[src/hw/rename_pkg.sv]
package rename_pkg;

  // machine sizes
  localparam int num_super = 2;
  localparam int num_rob   = 16;
  localparam int num_arch  = 32;
  localparam int num_phys  = 48;

  typedef logic [$clog2(num_rob)-1:0]  rob_idx_t;
  typedef logic [$clog2(num_arch)-1:0] arch_reg_t;
  typedef logic [$clog2(num_phys)-1:0] phys_tag_t;

  // one instruction as seen at dispatch
  typedef struct packed {
    arch_reg_t dest;
    logic      halt;
  } dispatch_inst_t;

  // new tag plus the mapping it replaces
  typedef struct packed {
    phys_tag_t tag;
    phys_tag_t told;
  } rename_t;

  // rob payload, also what leaves at retire
  typedef struct packed {
    arch_reg_t dest;
    phys_tag_t tag;
    phys_tag_t told;
    logic      halt;
  } retire_t;

  // whole committed map, entry r holds the tag of register r
  typedef phys_tag_t [num_arch-1:0] arch_table_t;

  typedef enum logic [1:0] {
    running,
    recovering,
    halted
  } rob_state_t;

endpackage
[src/hw/rename_core.sv]
`timescale 1ns/10ps

module rename_core (
  input  logic                                                  clock,
  input  logic                                                  reset,
  input  logic                                                  dispatch_valid,
  input  rename_pkg::dispatch_inst_t [rename_pkg::num_super-1:0] dispatch_inst,
  input  logic [rename_pkg::num_super-1:0]                      complete_en,
  input  rename_pkg::rob_idx_t [rename_pkg::num_super-1:0]      complete_idx,
  input  logic                                                  rollback_en,
  input  rename_pkg::rob_idx_t                                  rollback_idx,
  output logic                                                  dispatch_ready,
  output rename_pkg::rename_t [rename_pkg::num_super-1:0]       rename_out,
  output rename_pkg::rob_idx_t [rename_pkg::num_super-1:0]      dispatch_idx,
  output logic [rename_pkg::num_super-1:0]                      retire_en,
  output rename_pkg::retire_t [rename_pkg::num_super-1:0]       retire_out,
  output logic                                                  halted
);

  import rename_pkg::*;

  logic                            tags_available;
  logic                            alloc;
  logic                            recover;
  phys_tag_t [num_super-1:0]       alloc_tags;
  phys_tag_t [num_super-1:0]       told;
  phys_tag_t [num_super-1:0]       release_tags;
  arch_table_t                     arch_table;

  for (genvar s = 0; s < num_super; s++) begin : g_slot
    assign rename_out[s]   = '{tag: alloc_tags[s], told: told[s]};
    assign release_tags[s] = retire_out[s].told;
  end

  reorder_buffer rob0 (
    .clock         (clock),
    .reset         (reset),
    .dispatch_valid(dispatch_valid),
    .inst          (dispatch_inst),
    .renamed       (rename_out),
    .tags_available(tags_available),
    .complete_en   (complete_en),
    .complete_idx  (complete_idx),
    .rollback_en   (rollback_en),
    .rollback_idx  (rollback_idx),
    .dispatch_ready(dispatch_ready),
    .alloc         (alloc),
    .dispatch_idx  (dispatch_idx),
    .retire_en     (retire_en),
    .retire_out    (retire_out),
    .recover       (recover),
    .halted        (halted)
  );

  free_list fl0 (
    .clock         (clock),
    .reset         (reset),
    .alloc_en      (alloc),
    .release_en    (retire_en),
    .release_tags  (release_tags),
    .recover       (recover),
    .arch_table    (arch_table),
    .alloc_tags    (alloc_tags),
    .tags_available(tags_available)
  );

  map_table mt0 (
    .clock     (clock),
    .reset     (reset),
    .write_en  (alloc),
    .inst      (dispatch_inst),
    .new_tags  (alloc_tags),
    .recover   (recover),
    .arch_table(arch_table),
    .told      (told)
  );

  arch_map am0 (
    .clock     (clock),
    .reset     (reset),
    .retire_en (retire_en),
    .retire_out(retire_out),
    .arch_table(arch_table)
  );

endmodule

[src/hw/arch_map.sv]
`timescale 1ns/10ps

module arch_map (
  input  logic                                            clock,
  input  logic                                            reset,
  input  logic [rename_pkg::num_super-1:0]                retire_en,
  input  rename_pkg::retire_t [rename_pkg::num_super-1:0] retire_out,
  output rename_pkg::arch_table_t                         arch_table
);

  import rename_pkg::*;

  always_ff @(posedge clock) begin
    if (reset) begin
      for (int r = 0; r < num_arch; r++) begin
        arch_table[r] <= phys_tag_t'(r);
      end
    end else begin
      // slot order, so the younger retire wins
      for (int s = 0; s < num_super; s++) begin
        if (retire_en[s]) begin
          arch_table[retire_out[s].dest] <= retire_out[s].tag;
        end
      end
    end
  end

endmodule

[src/hw/map_table.sv]
`timescale 1ns/10ps

module map_table (
  input  logic                                                  clock,
  input  logic                                                  reset,
  input  logic                                                  write_en,
  input  rename_pkg::dispatch_inst_t [rename_pkg::num_super-1:0] inst,
  input  rename_pkg::phys_tag_t [rename_pkg::num_super-1:0]     new_tags,
  input  logic                                                  recover,
  input  rename_pkg::arch_table_t                               arch_table,
  output rename_pkg::phys_tag_t [rename_pkg::num_super-1:0]     told
);

  import rename_pkg::*;

  arch_table_t spec_map;

  assign told[0] = spec_map[inst[0].dest];

  // slot 1 sees the older slot's new mapping first
  assign told[1] = (inst[1].dest == inst[0].dest) ? new_tags[0] :
                   spec_map[inst[1].dest];

  always_ff @(posedge clock) begin
    if (reset) begin
      for (int r = 0; r < num_arch; r++) begin
        spec_map[r] <= phys_tag_t'(r);
      end
    end else if (recover) begin
      spec_map <= arch_table;
    end else if (write_en) begin
      spec_map[inst[0].dest] <= new_tags[0];
      // later write wins on a shared dest
      spec_map[inst[1].dest] <= new_tags[1];
    end
  end

endmodule

[src/hw/free_list.sv]
`timescale 1ns/10ps

module free_list (
  input  logic                                              clock,
  input  logic                                              reset,
  input  logic                                              alloc_en,
  input  logic [rename_pkg::num_super-1:0]                  release_en,
  input  rename_pkg::phys_tag_t [rename_pkg::num_super-1:0] release_tags,
  input  logic                                              recover,
  input  rename_pkg::arch_table_t                           arch_table,
  output rename_pkg::phys_tag_t [rename_pkg::num_super-1:0] alloc_tags,
  output logic                                              tags_available
);

  import rename_pkg::*;

  logic [num_phys-1:0] free;
  logic [num_phys-1:0] in_use;
  logic                have_lo;
  logic                have_hi;

  // scan downward so the two lowest free tags end up in slots 0 and 1
  always_comb begin
    alloc_tags = '0;
    have_lo    = 1'b0;
    have_hi    = 1'b0;
    for (int t = num_phys - 1; t >= 0; t--) begin
      if (free[t]) begin
        alloc_tags[1] = alloc_tags[0];
        alloc_tags[0] = phys_tag_t'(t);
        have_hi       = have_lo;
        have_lo       = 1'b1;
      end
    end
  end

  assign tags_available = have_hi;

  // tags held by the committed map
  always_comb begin
    in_use = '0;
    for (int r = 0; r < num_arch; r++) begin
      in_use[arch_table[r]] = 1'b1;
    end
  end

  always_ff @(posedge clock) begin
    if (reset) begin
      free <= {{(num_phys - num_arch){1'b1}}, {num_arch{1'b0}}};
    end else if (recover) begin
      free <= ~in_use;
    end else begin
      if (alloc_en) begin
        free[alloc_tags[0]] <= 1'b0;
        free[alloc_tags[1]] <= 1'b0;
      end
      for (int s = 0; s < num_super; s++) begin
        if (release_en[s]) begin
          free[release_tags[s]] <= 1'b1;
        end
      end
    end
  end

endmodule

[src/hw/reorder_buffer.sv]
`timescale 1ns/10ps

module reorder_buffer (
  input  logic                                                clock,
  input  logic                                                reset,
  input  logic                                                dispatch_valid,
  input  rename_pkg::dispatch_inst_t [rename_pkg::num_super-1:0] inst,
  input  rename_pkg::rename_t [rename_pkg::num_super-1:0]     renamed,
  input  logic                                                tags_available,
  input  logic [rename_pkg::num_super-1:0]                    complete_en,
  input  rename_pkg::rob_idx_t [rename_pkg::num_super-1:0]    complete_idx,
  input  logic                                                rollback_en,
  input  rename_pkg::rob_idx_t                                rollback_idx,
  output logic                                                dispatch_ready,
  output logic                                                alloc,
  output rename_pkg::rob_idx_t [rename_pkg::num_super-1:0]    dispatch_idx,
  output logic [rename_pkg::num_super-1:0]                    retire_en,
  output rename_pkg::retire_t [rename_pkg::num_super-1:0]     retire_out,
  output logic                                                recover,
  output logic                                                halted
);

  import rename_pkg::*;

  retire_t            entries [num_rob];
  logic [num_rob-1:0] valid;
  logic [num_rob-1:0] complete;
  logic [num_rob-1:0] squash;
  rob_idx_t           head;
  rob_idx_t           tail;
  rob_idx_t           head_1;
  rob_idx_t           tail_1;
  rob_idx_t           rb_age;
  rob_state_t         state;
  rob_state_t         state_next;
  logic               empty;
  logic               halt_retire;

  assign head_1 = head + rob_idx_t'(1);
  assign tail_1 = tail + rob_idx_t'(1);

  // head == tail is also the full case, so look at the valid bit
  assign empty = (head == tail) && !valid[head];

  assign dispatch_ready = !valid[tail] && !valid[tail_1] && tags_available &&
                          (state == running) && !rollback_en;
  assign alloc = dispatch_valid && dispatch_ready;

  assign dispatch_idx[0] = tail;
  assign dispatch_idx[1] = tail_1;

  // in-order retire from head
  assign retire_out[0] = entries[head];
  assign retire_out[1] = entries[head_1];
  assign retire_en[0]  = valid[head] && complete[head] && !rollback_en;
  assign retire_en[1]  = retire_en[0] && valid[head_1] && complete[head_1];

  assign halt_retire = (retire_en[0] && entries[head].halt) ||
                       (retire_en[1] && entries[head_1].halt);

  assign recover = (state == recovering) && empty;
  assign halted  = (state == rename_pkg::halted);

  // age of the branch relative to head
  assign rb_age = rollback_idx - head;

  always_comb begin
    for (int i = 0; i < num_rob; i++) begin
      squash[i] = rollback_en && ((rob_idx_t'(i) - head) > rb_age);
    end
  end

  always_comb begin
    state_next = state;
    if (halt_retire) begin
      state_next = rename_pkg::halted;
    end else begin
      case (state)
        running: begin
          if (rollback_en) begin
            state_next = recovering;
          end
        end
        recovering: begin
          // maps get restored on this edge
          if (recover) begin
            state_next = running;
          end
        end
        default: begin
          state_next = state;
        end
      endcase
    end
  end

  always_ff @(posedge clock) begin
    if (reset) begin
      state    <= running;
      head     <= '0;
      tail     <= '0;
      valid    <= '0;
      complete <= '0;
    end else begin
      state <= state_next;
      for (int c = 0; c < num_super; c++) begin
        if (complete_en[c]) begin
          complete[complete_idx[c]] <= 1'b1;
        end
      end
      if (retire_en[1]) begin
        valid[head]   <= 1'b0;
        valid[head_1] <= 1'b0;
        head          <= head + rob_idx_t'(2);
      end else if (retire_en[0]) begin
        valid[head] <= 1'b0;
        head        <= head_1;
      end
      if (alloc) begin
        valid[tail]      <= 1'b1;
        valid[tail_1]    <= 1'b1;
        // halts need no execution
        complete[tail]   <= inst[0].halt;
        complete[tail_1] <= inst[1].halt;
        tail             <= tail + rob_idx_t'(2);
      end
      // never together with retire or alloc
      if (rollback_en) begin
        valid <= valid & ~squash;
        tail  <= rollback_idx + rob_idx_t'(1);
      end
    end
  end

  always_ff @(posedge clock) begin
    if (alloc) begin
      entries[tail] <= '{dest: inst[0].dest, tag: renamed[0].tag,
                         told: renamed[0].told, halt: inst[0].halt};
      entries[tail_1] <= '{dest: inst[1].dest, tag: renamed[1].tag,
                           told: renamed[1].told, halt: inst[1].halt};
    end
  end

endmodule

[config.mk]
export PLATFORM = sky130hd
export DESIGN_NAME = rename_core
export DESIGN_NICKNAME = d
export VERILOG_FILES = /design/src/hw/rename_pkg.sv /design/src/hw/rename_core.sv /design/src/hw/arch_map.sv /design/src/hw/map_table.sv /design/src/hw/free_list.sv /design/src/hw/reorder_buffer.sv
export SDC_FILE = /design/constraint.sdc
export NUM_CORES = 2
export LEC_CHECK = 0
export ABC_AREA = 1
export BUFFER_PORTS_ARGS = -buffer_cell sky130_fd_sc_hd__buf_2
export CORE_MARGIN = 2
export CORE_UTILIZATION = 25
export CTS_CLUSTER_DIAMETER = 60
export DETAILED_ROUTE_END_ITERATION = 8
export PLACE_DENSITY = 0.45
export RECOVER_POWER = 100
export SYNTH_ARGS = -nofsm -noshare
export SYNTH_HDL_FRONTEND = slang
export SYNTH_SLANG_ARGS = --single-unit
[constraint.sdc]
create_clock -name clock -period 12.5 [get_ports clock]
set_clock_uncertainty 0.2 [all_clocks]
set_input_delay 1.875 -clock clock [delete_from_list [all_inputs] [get_ports clock]]
set_output_delay 1.875 -clock clock [all_outputs]
set_load 0.02 [all_outputs]
==> results.tsv <==
metric	value	unit
status	complete, but fails checks	
violations	max-capacitance violations, max-slew violations	
synth_top_family_by_area	compound AO/OA/AOI/OAI gates	
p_seq_share	30.2	%
clock_sinks	766	
cts_buffers	105	
path_delay_family	buffers and inverters	
clock_latency	0.81	ns
fp.coreArea	251000	sq um
start_util	25.1	%
vias	78200	
tritoncts	built	
critPathMaxFanout	53	
cap_violations	47	
cts_resized	0	
row_count	184	
synthAdderAreaFrac	1.12	%
period_minus_slack	9.86	ns
cts_hold_buf	0	
post_synth_num_cell_types	69	
final_core_util	27.9	%
htreeDepth	3	
hold_viol_final	0	
cts-root-buf	clkbuf_16	
wl_per_cell	33.5	um
swShare	45.0	%
syn_nets	9852	
finalPower	9.53	mW
yosys_warnings	0	
synth_seq_cells	766	
fin_nets	9719	
worst_setup_path_end_kind	primary output	
synthTopCellsByCount	1418 x nand2_1, 1357 x nor2_1, 1067 x o21ai_0	
synth_xor_area_share	0.375	%
setup_tns	0	ns
design_area	70000	sq um
synth-simple-area-share	28.0	%
dp.cells	12900	
p_leak	25.5	nW
ant_nets	0	
worst_slack	2.64	ns
synth_top_area_cell	dfxtp_1	
synth_area	63100	sq um
cts_setup_buffers	0	
grt_max_degree	238	
drtIter0Drc	10900	
clkPwrFrac	33.0	%
synthesis.instances	9767	
synth-compound-area-share	30.3	%
drt-pass1-iter-count	9	
placed_area	67000	sq um
ios	102	
synthMuxAreaShare	0.571	%
crit_buf_inv	6	
synth_top_cell_area_share	15.2	%
slew_viol_final	1134	
setup_viol	0	
p_int	5.24	mW
instances_no_fill	13100	
crit_type	flip-flop to primary output	
io_buffers	101	
hpwlAfterDp	336	mm
synth_edf_count	288	
grt_pass1_wl	594	mm
slowest_stage	ha_1	
p_per_area	136	nW/um^2
maxClockFrequency	0.101	GHz
tightest_slew	3.91	ns
path_clk_slew	0.06	ns
avgSynthCellArea	6.46	sq um
yosys-top-cells-area	dfxtp_1 15%, edfxtp_1 14%, o21ai_0 8.5%	
grt_pass1_vias	71700	
worstPathCellList	clkbuf_1, inv_1, ha_1, buf_4, buf_4, o21ai_0, o21ai_0, nand2_1, nand4_1, clkbuf_1, buf_2	
async_flop_share	0	%
arrival	7.78	ns
track_usage	32.7	%
p_comb_share	36.8	%
drive_gt1_share	5.37	%
cts.path.max_buffers	3	
ys.flop_type	dfxtp_1	
syn2layout_area_growth	11.1	%
critical-path-max-stage-delay	1.50	ns
seq_area_frac_synth	28.9	%
p_sw	4.28	mW
dieArea	256000	sq um
antenna_found_initial	45	
globalplace.congestion	1.07	
cp.required	10.43	ns
hp-class	flip-flop to flip-flop	
drc	0	
routed_wl	439	mm
synth_most_common_cell	nand2_1	
critPathLaunchType	flip-flop	
dieHeight	506	um
place_ws	4.73	ns
grt_setup_unrepaired	no	
via_per_inst	5.97	
grt_overflow	0	
die_width	506	um
worst_hold_slack	0.272	ns
fin_crit_sh	78.9	%
vdd_drop_max	0.000153	V
max_slew_margin	-161	%
## power groups by stage
stage / clock, mW / sequential [mW] / combinational, mW
2_1_floorplan: 0 / 2.86 / 2.06
3_3_place_gp: 0 / 2.92 / 3.44
3_5_place_dp: 0 / 2.92 / 3.45
4_1_cts: 3.18 / 2.87 / 3.46
5_1_grt: 3.28 / 2.88 / 3.66
6_report: 3.15 / 2.88 / 3.50
## state kept, by name (all words and copies together), names as in the netlist, named ones only
register / count
rob0.complete: 16
rob0.state: 2
rob0.valid: 16
rob0.tail: 4
fl0.free: 48
rob0.head: 4
rob0.entries: 288
mt0.spec_map: 192
am0.arch_table: 192
## layer usage
metal | vias to the layer above | global-route usage, % | routed length, um
li1 | 34400 | - | -
met1 | 37900 | 41.2 | 176000
met2 | 4775 | 51.2 | 194000
met3 | 1155 | 6.09 | 37300
met4 | 24 | 20.6 | 32300
met5 | - | 0 | 182
## kinds of logic (layout without fill, tap and decap cells)
group	count (synthesis)	in the layout
buffers and inverters	1676	1632
AO/OA/AOI/OAI	3128	3128
XOR/XNOR	27	27
other	0	18
flip-flops	766	766
adder cells (fa/ha/maj)	55	55
AND/OR/NAND/NOR	4079	4079
multiplexers	36	36
## area by class of cell
cell class                      instances  area, sq um
Tap cell                             3348         4190
Multi-Input combinational cell       7325        38000
Sequential cell                       766        18200
Clock inverter                         61          652
Antenna cell                           18         45.0
Fill cell                           28000       181000
Timing Repair Buffer                  281         1660
Inverter                             1155         4350
Clock buffer                          135         2910
## final timing paths
kind | cells after the start | startpoint | slack (ns) | end
hold / removal | 2 | mt0.spec_map[161]$_SDFFE_PP0P_ | 0.27 | mt0.spec_map[161]$_SDFFE_PP0P_
setup reg to reg | 16 | rob0.tail[0]$_SDFFE_PP0P_ | 3.03 | rob0.entries[5][1]$_DFFE_PP_
hold reg to reg | 2 | mt0.spec_map[161]$_SDFFE_PP0P_ | 0.27 | mt0.spec_map[161]$_SDFFE_PP0P_
setup / recovery | 11 | rob0.head[1]$_SDFFE_PP0N_ | 2.64 | retire_out[26]
## cells in the final DEF, fill, tap and decap left out, drive strengths merged, types with 194 or more instances in the layout
cell	n
clkbuf	222
dfxtp	478
nand2	1476
nor3	200
o21ai	1225
buf	194
o221ai	417
edfxtp	288
inv	1137
nand3	747
nor2	1391
o22ai	322
a21oi	654
## worst register-to-register path, delay by kind of cell, from the launching register on
| kind | cells | cell delay, ns |
|---|---|---|
| adders and majority gates | 1 | 0.73 |
| buffers and inverters | 5 | 3.62 |
| and+or+nand+nor | 3 | 3.15 |
| AOI/OAI and AO/OA | 7 | 1.28 |
| DFF | 1 | 0.30 |
Note: power is estimated with default switching activity, not from simulation.
